File: config.mk
export PLATFORM = sky130hd
export DESIGN_NAME = psm_shift_sequencer
export DESIGN_NICKNAME = d
export VERILOG_FILES = /design/src/psm_pkg.sv /design/src/psm_ctx_tracker.sv /design/src/psm_phase_timer.sv /design/src/psm_shift_fsm.sv /design/src/psm_ctrl_decoder.sv /design/src/psm_shift_sequencer.sv
export SDC_FILE = /design/constraint.sdc
export NUM_CORES = 1
export LEC_CHECK = 0
export ABC_CLOCK_PERIOD_IN_PS = 1900
export BUFFER_PORTS_ARGS = -buffer_cell sky130_fd_sc_hd__buf_2
export CAP_MARGIN = 10
export CORE_MARGIN = 3
export CORE_UTILIZATION = 51
export CTS_CLUSTER_SIZE = 40
export DETAILED_ROUTE_END_ITERATION = 8
export HOLD_SLACK_MARGIN = 0.08
export PLACE_DENSITY_LB_ADDON = 0.08
export SYNTH_ARGS = -nofsm -noshare
export SYNTH_HDL_FRONTEND = slang
export SYNTH_SLANG_ARGS = --single-unit
File: constraint.sdc
create_clock -name i_clk -period 1.9 [get_ports i_clk]
set_clock_uncertainty 0.05 [all_clocks]
set_input_delay 0.19 -clock i_clk [delete_from_list [all_inputs] [get_ports i_clk]]
set_output_delay 0.19 -clock i_clk [all_outputs]
set_load 0.1 [all_outputs]
File: src/psm_pkg.sv
/* Shared sizes, latencies, state encoding, status codes and control structs
   of the shift-and-scan sequencer. Imported by every module of the design. */

package psm_pkg;

    // ----------------------------------------
    // Array sizes and latencies
    // ----------------------------------------
    localparam int IDX_W       = 8;    // Context index width
    localparam int PARAMS_W    = 2;    // Inactive-column count width
    localparam int SCAN_LEN    = 3;    // Scan-chain shifts per context
    localparam int RD_LAT      = 3;    // Read data latency
    localparam int WR_LAT      = 1;    // Write data latency
    localparam int WRITE_EXTRA = 3;    // Extra contexts to drain the writes

    // Cycle counter covers both latencies and the post-read shift
    localparam int LAT_MAX = (RD_LAT > WR_LAT) ? RD_LAT : WR_LAT;
    localparam int CYC_MAX = (LAT_MAX > (2**PARAMS_W - 1)) ? LAT_MAX : (2**PARAMS_W - 1);
    localparam int CYC_W   = $clog2(CYC_MAX + 1);
    localparam int SCAN_W  = $clog2(SCAN_LEN + 1);

    // ----------------------------------------
    // Sequencer states
    // ----------------------------------------
    typedef enum logic [3:0] {
        ST_IDLE,
        ST_PREREAD_SHIFT,
        ST_RD_CNT_START,
        ST_READING,
        ST_READING_LAT_WAIT,
        ST_POSTREAD_SHIFT,
        ST_PREWRITE_SHIFT,
        ST_WR_CNT_START,
        ST_WRITING,
        ST_WREN_HOLD_LAST,
        ST_WRITING_LAT_WAIT,
        ST_FINISH
    } seq_state_t;

    // Status code reported for each state
    typedef logic [4:0] status_code_t;

    localparam status_code_t STATUS_IDLE           = 5'd0;
    localparam status_code_t STATUS_PREREAD_SHIFT  = 5'd1;
    localparam status_code_t STATUS_RD_CNT_START   = 5'd2;
    localparam status_code_t STATUS_READING        = 5'd3;
    localparam status_code_t STATUS_RD_LAT_WAIT    = 5'd4;
    localparam status_code_t STATUS_POSTREAD_SHIFT = 5'd5;
    localparam status_code_t STATUS_PREWRITE_SHIFT = 5'd6;
    localparam status_code_t STATUS_WR_CNT_START   = 5'd7;
    localparam status_code_t STATUS_WRITING        = 5'd8;
    localparam status_code_t STATUS_WREN_HOLD      = 5'd9;
    localparam status_code_t STATUS_WR_LAT_WAIT    = 5'd10;
    localparam status_code_t STATUS_FINISH         = 5'd11;
    localparam status_code_t STATUS_BAD            = 5'd31;

    // ----------------------------------------
    // Control groups
    // ----------------------------------------
    // External address counters
    typedef struct packed {
        logic en;
        logic clear;
        logic wr_flag;      // 1 for a write sweep, 0 for a read sweep
        logic start;        // First address of the current context
    } cnt_ctrl_t;

    // Read and write data feeders
    typedef struct packed {
        logic rd_en;
        logic rd_clear;
        logic wr_en;
        logic wr_clear;
    } feeder_ctrl_t;

    // SRAM port, scan chain and output buffer
    typedef struct packed {
        logic sram_wren;
        logic sram_rden;
        logic cscan_en;
        logic buff_shift;
    } array_ctrl_t;

    typedef struct packed {
        status_code_t code;
        logic         shift_done;   // Array loaded, compute may start
        logic         done;         // One-cycle end of context
        logic         finalwrite;   // All outputs but the last are written
    } seq_status_t;

    // Internal latency and scan counter control
    typedef struct packed {
        logic cyc_en;
        logic cyc_clear;
        logic scan_en;
        logic scan_clear;
    } timer_ctrl_t;

endpackage

File: src/psm_ctx_tracker.sv
/* Context counter of the sequencer with the final-write, completion and
   output-buffer clear flags derived from it. */

`timescale 1ns/1ps

module psm_ctx_tracker
    import psm_pkg::*;
(
    input  logic             i_clk,
    input  logic             i_rstn,
    input  logic             i_fsm_reset,    // Restart the context count
    input  logic             i_ctx_inc,      // One context finished
    input  logic [IDX_W-1:0] i_ncontexts,
    input  logic             i_preload_en,
    input  logic             i_idle,         // Sequencer sits in IDLE
    output logic [IDX_W-1:0] o_ctx_cnt,
    output logic             o_finalwrite,
    output logic             o_completion,
    output logic             o_buff_clear
);

    // ----------------------------------------
    // Finished-context counter
    // ----------------------------------------
    always_ff @(posedge i_clk or negedge i_rstn) begin
        if (!i_rstn) begin
            o_ctx_cnt <= '0;
        end else if (i_fsm_reset) begin
            o_ctx_cnt <= '0;
        end else if (i_ctx_inc) begin
            o_ctx_cnt <= o_ctx_cnt + 1'b1;
        end
    end

    // ----------------------------------------
    // Flags
    // ----------------------------------------
    // Writes lag the reads by WRITE_EXTRA contexts,
    // so the last write runs at ncontexts+WRITE_EXTRA-1
    assign o_finalwrite = (o_ctx_cnt == i_ncontexts + IDX_W'(WRITE_EXTRA - 1));

    // Everything written, start pulses are ignored until i_fsm_reset
    assign o_completion = (o_ctx_cnt == i_ncontexts + IDX_W'(WRITE_EXTRA));

    // Buffer starts clean when nothing is preloaded into it
    assign o_buff_clear = i_idle && (!i_preload_en || (o_ctx_cnt > i_ncontexts));

endmodule

File: src/psm_phase_timer.sv
/* Latency cycle counter and stall-aware scan counter of the sequencer.
   Both are steered by the decoder through one timer control struct. */

`timescale 1ns/1ps

module psm_phase_timer
    import psm_pkg::*;
(
    input  logic              i_clk,
    input  logic              i_rstn,
    input  timer_ctrl_t       i_tctrl,
    input  logic              i_pipeline_en,   // Low stalls the scan chain
    output logic [CYC_W-1:0]  o_cyc_cnt,
    output logic [SCAN_W-1:0] o_scan_cnt
);

    // ----------------------------------------
    // Latency and post-read shift counter
    // ----------------------------------------
    always_ff @(posedge i_clk or negedge i_rstn) begin
        if (!i_rstn) begin
            o_cyc_cnt <= '0;
        end else if (i_tctrl.cyc_clear) begin
            o_cyc_cnt <= '0;
        end else if (i_tctrl.cyc_en) begin
            o_cyc_cnt <= o_cyc_cnt + 1'b1;
        end
    end

    // ----------------------------------------
    // Scan shift counter
    // ----------------------------------------
    // Counts only cycles in which the chain really moves.
    // Wraps after the last shift as the phase ends on that same edge
    always_ff @(posedge i_clk or negedge i_rstn) begin
        if (!i_rstn) begin
            o_scan_cnt <= '0;
        end else if (i_tctrl.scan_clear) begin
            o_scan_cnt <= '0;
        end else if (i_tctrl.scan_en && i_pipeline_en) begin
            if (o_scan_cnt == SCAN_W'(SCAN_LEN - 1)) begin
                o_scan_cnt <= '0;
            end else begin
                o_scan_cnt <= o_scan_cnt + 1'b1;
            end
        end
    end

    // Pre-shift phase ends on the wrap, so the next one starts from zero
    a_scan_idle_zero: assert property (@(posedge i_clk) disable iff (!i_rstn)
        !i_tctrl.scan_en |-> (o_scan_cnt == '0));

endmodule

File: src/psm_shift_fsm.sv
/* State register and next-state logic of the shift-and-scan sequencer.
   Picks the read, shift-read or shift-write path for each start pulse. */

`timescale 1ns/1ps

module psm_shift_fsm
    import psm_pkg::*;
(
    input  logic                i_clk,
    input  logic                i_rstn,
    input  logic                i_fsm_start,
    input  logic                i_done,          // Address sweep finished
    input  logic                i_pipeline_en,
    input  logic                i_preload_en,
    input  logic [IDX_W-1:0]    i_ncontexts,
    input  logic [PARAMS_W-1:0] i_inactive_cols,
    input  logic [IDX_W-1:0]    i_ctx_cnt,
    input  logic                i_completion,
    input  logic [CYC_W-1:0]    i_cyc_cnt,
    input  logic [SCAN_W-1:0]   i_scan_cnt,
    output seq_state_t          o_state
);

    seq_state_t state_d;
    logic       scan_last;

    // Last real shift of a pre-shift phase
    assign scan_last = i_pipeline_en && (i_scan_cnt == SCAN_W'(SCAN_LEN - 1));

    // ----------------------------------------
    // State register
    // ----------------------------------------
    always_ff @(posedge i_clk or negedge i_rstn) begin
        if (!i_rstn) begin
            o_state <= ST_IDLE;
        end else begin
            o_state <= state_d;
        end
    end

    // ----------------------------------------
    // Transitions
    // ----------------------------------------
    always_comb begin
        state_d = o_state;
        case (o_state)
            ST_IDLE: begin
                // Start is dropped once every context is written
                if (i_fsm_start && !i_completion) begin
                    if (i_ctx_cnt >= IDX_W'(WRITE_EXTRA)) begin
                        // Write pipeline full, shift out and write
                        state_d = ST_PREWRITE_SHIFT;
                    end else if (!i_preload_en || (i_ctx_cnt > i_ncontexts)) begin
                        // Nothing to load for this context
                        state_d = ST_FINISH;
                    end else if (i_ctx_cnt == '0) begin
                        // Empty array, read without shifting
                        state_d = ST_RD_CNT_START;
                    end else begin
                        state_d = ST_PREREAD_SHIFT;
                    end
                end
            end
            ST_PREREAD_SHIFT: begin
                // Final shift only pushes the last read in
                if (scan_last) begin
                    state_d = (i_ctx_cnt == i_ncontexts) ? ST_FINISH : ST_RD_CNT_START;
                end
            end
            ST_RD_CNT_START: begin
                state_d = ST_READING;
            end
            ST_READING: begin
                if (i_done) begin
                    state_d = ST_READING_LAT_WAIT;
                end
            end
            ST_READING_LAT_WAIT: begin
                // Underused array needs extra buffer shifts
                if (i_cyc_cnt == CYC_W'(RD_LAT)) begin
                    state_d = (i_inactive_cols != '0) ? ST_POSTREAD_SHIFT : ST_FINISH;
                end
            end
            ST_POSTREAD_SHIFT: begin
                if (i_cyc_cnt == CYC_W'(i_inactive_cols - 1'b1)) begin
                    state_d = ST_FINISH;
                end
            end
            ST_PREWRITE_SHIFT: begin
                if (scan_last) begin
                    state_d = ST_WR_CNT_START;
                end
            end
            ST_WR_CNT_START: begin
                state_d = ST_WRITING;
            end
            ST_WRITING: begin
                if (i_done) begin
                    state_d = ST_WREN_HOLD_LAST;
                end
            end
            // Extra wren cycle for the last address
            ST_WREN_HOLD_LAST: begin
                state_d = ST_WRITING_LAT_WAIT;
            end
            ST_WRITING_LAT_WAIT: begin
                // Read again while there is still input to load
                if (i_cyc_cnt == CYC_W'(WR_LAT)) begin
                    if (i_preload_en && (i_ctx_cnt < i_ncontexts)) begin
                        state_d = ST_RD_CNT_START;
                    end else begin
                        state_d = ST_FINISH;
                    end
                end
            end
            ST_FINISH: begin
                state_d = ST_IDLE;
            end
            default: begin
                state_d = ST_IDLE;
            end
        endcase
    end

    // Completion is only reached on the way back to IDLE and holds it there
    a_idle_on_completion: assert property (@(posedge i_clk) disable iff (!i_rstn)
        i_completion |-> (o_state == ST_IDLE));

endmodule

File: src/psm_ctrl_decoder.sv
/* Output decoder of the sequencer: turns the current state into the control
   groups for counters, feeders, array and timer, plus the status code. */

`timescale 1ns/1ps

module psm_ctrl_decoder
    import psm_pkg::*;
(
    input  seq_state_t       i_state,
    input  logic             i_done,
    input  logic [CYC_W-1:0] i_cyc_cnt,
    input  logic             i_fsm_reset,
    output cnt_ctrl_t        o_cnt,
    output feeder_ctrl_t     o_feeder,
    output array_ctrl_t      o_array,
    output status_code_t     o_status_code,
    output logic             o_shift_done,
    output logic             o_done,
    output timer_ctrl_t      o_tctrl,
    output logic             o_ctx_inc
);

    always_comb begin
        // ----------------------------------------
        // Safe defaults, all quiet
        // ----------------------------------------
        o_cnt         = '{en: 1'b0, clear: i_fsm_reset, wr_flag: 1'b0, start: 1'b0};
        o_feeder      = '{rd_en: 1'b0, rd_clear: 1'b1, wr_en: 1'b0, wr_clear: 1'b1};
        o_array       = '0;
        o_tctrl       = '{cyc_en: 1'b0, cyc_clear: 1'b1, scan_en: 1'b0, scan_clear: 1'b1};
        o_status_code = STATUS_BAD;
        o_shift_done  = 1'b0;
        o_done        = 1'b0;
        o_ctx_inc     = 1'b0;

        case (i_state)
            ST_IDLE: begin
                o_status_code = STATUS_IDLE;
            end
            ST_PREREAD_SHIFT: begin
                // Chain moves, scan counter tracks it
                o_array.cscan_en   = 1'b1;
                o_tctrl.scan_en    = 1'b1;
                o_tctrl.scan_clear = 1'b0;
                o_status_code      = STATUS_PREREAD_SHIFT;
            end
            ST_RD_CNT_START, ST_READING: begin
                o_cnt.en           = 1'b1;
                o_cnt.start        = (i_state == ST_RD_CNT_START);
                o_feeder.rd_en     = 1'b1;
                o_feeder.rd_clear  = 1'b0;
                o_array.sram_rden  = 1'b1;
                o_shift_done       = 1'b1;
                o_status_code      = (i_state == ST_RD_CNT_START) ? STATUS_RD_CNT_START
                                                                  : STATUS_READING;
            end
            ST_READING_LAT_WAIT: begin
                // Feeder keeps its data while the last reads land
                o_feeder.rd_clear  = 1'b0;
                o_shift_done       = 1'b1;
                o_tctrl.cyc_en     = 1'b1;
                // Restart from zero for the post-read shift
                o_tctrl.cyc_clear  = (i_cyc_cnt == CYC_W'(RD_LAT));
                o_status_code      = STATUS_RD_LAT_WAIT;
            end
            ST_POSTREAD_SHIFT: begin
                o_array.buff_shift = 1'b1;
                o_tctrl.cyc_en     = 1'b1;
                o_tctrl.cyc_clear  = 1'b0;
                o_status_code      = STATUS_POSTREAD_SHIFT;
            end
            ST_PREWRITE_SHIFT: begin
                o_array.cscan_en   = 1'b1;
                o_tctrl.scan_en    = 1'b1;
                o_tctrl.scan_clear = 1'b0;
                o_status_code      = STATUS_PREWRITE_SHIFT;
            end
            ST_WR_CNT_START: begin
                o_cnt              = '{en: 1'b1, clear: i_fsm_reset, wr_flag: 1'b1, start: 1'b1};
                o_feeder.wr_en     = 1'b1;
                o_feeder.wr_clear  = 1'b0;
                o_shift_done       = 1'b1;
                o_status_code      = STATUS_WR_CNT_START;
            end
            ST_WRITING: begin
                // Write stops on the cycle the sweep ends
                o_cnt.en           = 1'b1;
                o_cnt.wr_flag      = 1'b1;
                o_feeder.wr_en     = !i_done;
                o_feeder.wr_clear  = 1'b0;
                o_array.sram_wren  = !i_done;
                o_shift_done       = 1'b1;
                o_status_code      = STATUS_WRITING;
            end
            ST_WREN_HOLD_LAST: begin
                o_cnt.wr_flag      = 1'b1;
                o_feeder.wr_en     = 1'b1;
                o_feeder.wr_clear  = 1'b0;
                o_array.sram_wren  = 1'b1;
                o_shift_done       = 1'b1;
                o_status_code      = STATUS_WREN_HOLD;
            end
            ST_WRITING_LAT_WAIT: begin
                o_cnt.wr_flag      = 1'b1;
                o_feeder.wr_en     = 1'b1;
                o_feeder.wr_clear  = 1'b0;
                o_shift_done       = 1'b1;
                o_tctrl.cyc_en     = 1'b1;
                o_tctrl.cyc_clear  = 1'b0;
                o_status_code      = STATUS_WR_LAT_WAIT;
            end
            ST_FINISH: begin
                // Context is closed here
                o_shift_done       = 1'b1;
                o_done             = 1'b1;
                o_ctx_inc          = 1'b1;
                o_status_code      = STATUS_FINISH;
            end
            default: begin
                o_status_code = STATUS_BAD;
            end
        endcase
    end

endmodule

File: src/psm_shift_sequencer.sv
/* Top level of the shift-and-scan sequencer. Connects the context tracker,
   phase timer, FSM and output decoder, and packs the status word. */

`timescale 1ns/1ps

module psm_shift_sequencer
    import psm_pkg::*;
(
    input  logic                i_clk,
    input  logic                i_rstn,
    input  logic                i_fsm_start,
    input  logic                i_fsm_reset,
    input  logic [IDX_W-1:0]    i_ncontexts,
    input  logic                i_preload_en,
    input  logic [PARAMS_W-1:0] i_inactive_cols,
    input  logic                i_pipeline_en,
    input  logic                i_done,
    output cnt_ctrl_t           o_cnt,
    output feeder_ctrl_t        o_feeder,
    output array_ctrl_t         o_array,
    output seq_status_t         o_status,
    output logic                o_buff_clear    // Output buffer clear
);

    seq_state_t        state;
    timer_ctrl_t       tctrl;
    logic              ctx_inc;
    logic [CYC_W-1:0]  cyc_cnt;
    logic [SCAN_W-1:0] scan_cnt;
    logic [IDX_W-1:0]  ctx_cnt;
    logic              completion;
    logic              finalwrite;
    status_code_t      status_code;
    logic              shift_done;
    logic              done;

    // ----------------------------------------
    // Context tracking and timing
    // ----------------------------------------
    psm_ctx_tracker u_tracker (
        .i_clk        (i_clk),
        .i_rstn       (i_rstn),
        .i_fsm_reset  (i_fsm_reset),
        .i_ctx_inc    (ctx_inc),
        .i_ncontexts  (i_ncontexts),
        .i_preload_en (i_preload_en),
        .i_idle       (state == ST_IDLE),
        .o_ctx_cnt    (ctx_cnt),
        .o_finalwrite (finalwrite),
        .o_completion (completion),
        .o_buff_clear (o_buff_clear)
    );

    psm_phase_timer u_timer (
        .i_clk         (i_clk),
        .i_rstn        (i_rstn),
        .i_tctrl       (tctrl),
        .i_pipeline_en (i_pipeline_en),
        .o_cyc_cnt     (cyc_cnt),
        .o_scan_cnt    (scan_cnt)
    );

    // ----------------------------------------
    // Sequencer FSM and its output decode
    // ----------------------------------------
    psm_shift_fsm u_fsm (
        .i_clk           (i_clk),
        .i_rstn          (i_rstn),
        .i_fsm_start     (i_fsm_start),
        .i_done          (i_done),
        .i_pipeline_en   (i_pipeline_en),
        .i_preload_en    (i_preload_en),
        .i_ncontexts     (i_ncontexts),
        .i_inactive_cols (i_inactive_cols),
        .i_ctx_cnt       (ctx_cnt),
        .i_completion    (completion),
        .i_cyc_cnt       (cyc_cnt),
        .i_scan_cnt      (scan_cnt),
        .o_state         (state)
    );

    psm_ctrl_decoder u_decoder (
        .i_state       (state),
        .i_done        (i_done),
        .i_cyc_cnt     (cyc_cnt),
        .i_fsm_reset   (i_fsm_reset),
        .o_cnt         (o_cnt),
        .o_feeder      (o_feeder),
        .o_array       (o_array),
        .o_status_code (status_code),
        .o_shift_done  (shift_done),
        .o_done        (done),
        .o_tctrl       (tctrl),
        .o_ctx_inc     (ctx_inc)
    );

    assign o_status = '{code: status_code, shift_done: shift_done, done: done,
                        finalwrite: finalwrite};

    // SRAM port is single ported
    a_rw_excl: assert property (@(posedge i_clk) disable iff (!i_rstn)
        !(o_array.sram_wren && o_array.sram_rden));

    // FINISH always falls back to IDLE, so done is a single pulse
    a_done_pulse: assert property (@(posedge i_clk) disable iff (!i_rstn)
        o_status.done |=> !o_status.done);

endmodule

==> impl_metrics.py <==
metrics = {
    "outcome": {
        "status": "complete, but fails checks",
        "violations": "negative setup slack",
    },
    "sta": {
        "rsz0062_at_grt": "yes",
        "drv_slew": 0,
        "hold_viol": 0,
        "fmax_ghz": 0.422,
        "setup_slack_ps": -472,
        "tns_ps": -2870,
        "fin_crit_ps": 2370,
        "period_share_pct": 125,
        "setup-violations-final": 15,
        "relSlewSlack_pct": 67.9,
        "worst_pin_slew_ps": 485,
    },
    "synth": {
        "async_flop_share_pct": 100,
        "yosysSeqAreaShare_pct": 20.5,
        "synth_ff_type": "dfrtp_1",
        "syn_area_mm2": 0.00195,
        "synth_cell_type_count": 63,
        "synth-edff-count": 0,
        "synth_nets": 276,
        "avgSynthCellArea_um2": 8.04,
        "synth_cells": 243,
        "yosys_warnings": 0,
        "ys_seq_elements": 16,
    },
    "cts": {
        "clkLatencyLatePin_ps": 250,
        "cts_tree": "done",
        "cts.sinks": 16,
        "htreeDepth": 1,
        "cts.path.max_buffers": 2,
        "root_buffer": "clkbuf_8",
        "numCtsBuffers": 3,
        "path_clk_slew_ps": 70,
    },
    "routing": {
        "vias": 2710,
        "viasPerCell": 6.88,
        "drt_iter0_markers": 381,
        "first_pass_iters": 7,
        "drcViolationCount": 0,
        "wl_um": 10200,
        "antenna_left": 0,
        "post_drt_wl_per_cell_um": 25.8,
    },
    "critical_path": {
        "path_cells": "buf_6, buf_6, ha_2, nor3_2, nand2_1, buf_4, o311a_1, o21bai_1, nand2b_1, mux2_1",
        "crit_type": "reg2reg",
        "regToRegSetupSlack_ps": -470,
        "start_kind": "flop",
        "cp.arrival_ps": 2510,
        "critical_path.max_stage_delay_ps": 460,
        "critPathSlowestCell": "dfrtp_2",
        "cp_max_fo": 4,
        "crit_path_frequent_cell": "buf_6",
        "worstSetupEndpointType": "flop",
        "crit_required_ps": 2030,
    },
    "layout": {
        "final_cell_mix": "66 x buf_4, 19 x buf_2, 18 x buf_12",
        "synthToLayoutAreaGrowth_pct": 74.3,
        "mostFrequentLayoutCell": "buf_4",
        "final_net_count": 382,
        "drive_gt1_share_pct": 56.0,
        "antenna-diode-count": 0,
        "stdcell_count": 394,
    },
    "die": {
        "die_w_um": 67.9,
        "die-area_mm2": 0.00461,
        "rows": 21,
        "io_pins": 38,
        "die_y_um": 67.9,
        "initial_core_util_pct": 55.5,
        "core-area_mm2": 0.00352,
    },
    "placement": {
        "port_buffers": 37,
        "dp_hpwl_um": 4400,
        "dp.cells": 369,
        "gp_congestion": 0.932,
        "dpl_worst_slack_ps": -166,
    },
    "pwr": {
        "leakagePower_nw": 1.58,
        "powerDensity_mw_per_mm2": 1760,
        "total_power_mw": 6.00,
        "max-vdd-ir-drop_v": 0.00145,
    },
    "grt": {
        "grt_pass1_wl_um": 10200,
        "grt_usage_pct": 28.8,
        "grt_pass1_vias": 2145,
        "grt_start_max_net_pins": 17,
        "antenna_found_initial": 0,
        "grt_overflow": 0,
    },
    "worst_hold_path": {
        "min_path_type": "in2reg",
    },
    "run": {
        "cap_violations": 0,
    },
}
## logic make-up (layout without fill, tap and decap cells)
kind of cell | Yosys count | after routing | share of synthesized area (%)
compound gates | 50 | 50 | 17.9
flops | 16 | 16 | 20.5
xor+xnor | 23 | 23 | 10.7
simple gates | 92 | 92 | 25.1
fa+ha+maj | 16 | 16 | 10.2
mux | 5 | 5 | 2.82
buf+inv | 41 | 146 | 12.7
## routing by layer
layer  vias up  GRT usage, %  wire, um
met5         -             0         0
met4         0          8.68       840
met3       114          3.28      1320
met2       314          49.1      4510
met1      1230          38.0      3510
li1       1052             -         -
## power breakdown
| group | switching, mW | leakage, nW | total, mW | internal, mW |
|---|---|---|---|---|
| Sequential | 0.136 | 0.208 | 0.554 | 0.417 |
| Clock | 0.120 | 0.0288 | 0.304 | 0.184 |
| Combinational | 3.11 | 1.35 | 5.14 | 2.03 |
## sequential cells by signal, indices dropped and copies added, names as in the netlist
name / flops
u_tracker.o_ctx_cnt: 8
u_timer.o_cyc_cnt: 2
u_timer.o_scan_cnt: 2
u_fsm.o_state: 4
## worst max-delay path: cells and delay by family, from the launching register on
| kind | cells | cell delay [ps] |
|---|---|---|
| flip-flops | 1 | 460 |
| multiplexers | 1 | 150 |
| buffers and inverters | 3 | 430 |
| adder cells (fa/ha/maj) | 1 | 200 |
| AO/OA/AOI/OAI | 2 | 460 |
| AND/OR/NAND/NOR | 3 | 540 |
## repair_timing
action | in CTS | in global routing
pin swaps | 5 | 10
hold endpoints to repair | 16 | 0
gates resized for setup | 21 | 59
setup buffers | 3 | 17
endpoints found under the setup margin | 10 | 12
hold buffers | 1 | 0
## synth_stat cells, drive strengths merged (2+ instances only)
library cell	count	area, um^2
o21bai	2	15.0
mux2	4	45.0
and3	3	20.0
nand2	17	66.3
ha	16	200
a21oi	17	88.8
a211oi	4	40.0
nand4	5	31.3
xor2	20	183
nor2b	5	31.3
nand3	5	25.0
nand2b	7	43.8
inv	21	78.8
clkbuf	2	7.51
a31oi	2	18.8
o21ai	8	47.5
or3	3	18.8
nor3	11	60.1
o22a	2	18.8
nor4	2	18.8
buf	18	163
dfrtp	16	400
o22ai	3	18.8
nor3b	2	15.0
nor2	25	101
xnor2	3	26.3
## cell type report
| class | instances | area [um^2] |
|---|---|---|
| inverters | 21 | 85.1 |
| fillers | 63 | 114 |
| multi-input cells | 186 | 1650 |
| repair buffers | 121 | 1150 |
| flip-flops and latches | 16 | 408 |
| well taps | 46 | 57.6 |
| clock buffers | 4 | 55.1 |
## final timing paths
kind	endpoint	start	depth (start not counted)
worst min-delay path	u_tracker.o_ctx_cnt[1]$_DFFE_PN0P_	i_fsm_reset	2
worst max-delay path	u_fsm.o_state[0]$_DFFE_PN0P_	u_tracker.o_ctx_cnt[1]$_DFFE_PN0P_	10
worst max register to register	u_fsm.o_state[0]$_DFFE_PN0P_	u_tracker.o_ctx_cnt[1]$_DFFE_PN0P_	10
max in group asynchronous	u_tracker.o_ctx_cnt[3]$_DFFE_PN0P_	i_rstn	2
min in group asynchronous	u_timer.o_scan_cnt[1]$_DFFE_PN0P_	i_rstn	2
worst min register to register	u_timer.o_cyc_cnt[0]$_DFFE_PN0P_	u_timer.o_cyc_cnt[0]$_DFFE_PN0P_	1
## per-stage QoR
step	area, um^2	util, %	hold WS, ps
global route	3410	96.8	180
detailed placement	2850	80.9	72.7
finish	3410	96.8	175
floorplan	2030	-	-156
CTS	3030	86.1	162
global placement	2850	80.9	72.1
Power figures use the tool's default switching activity.
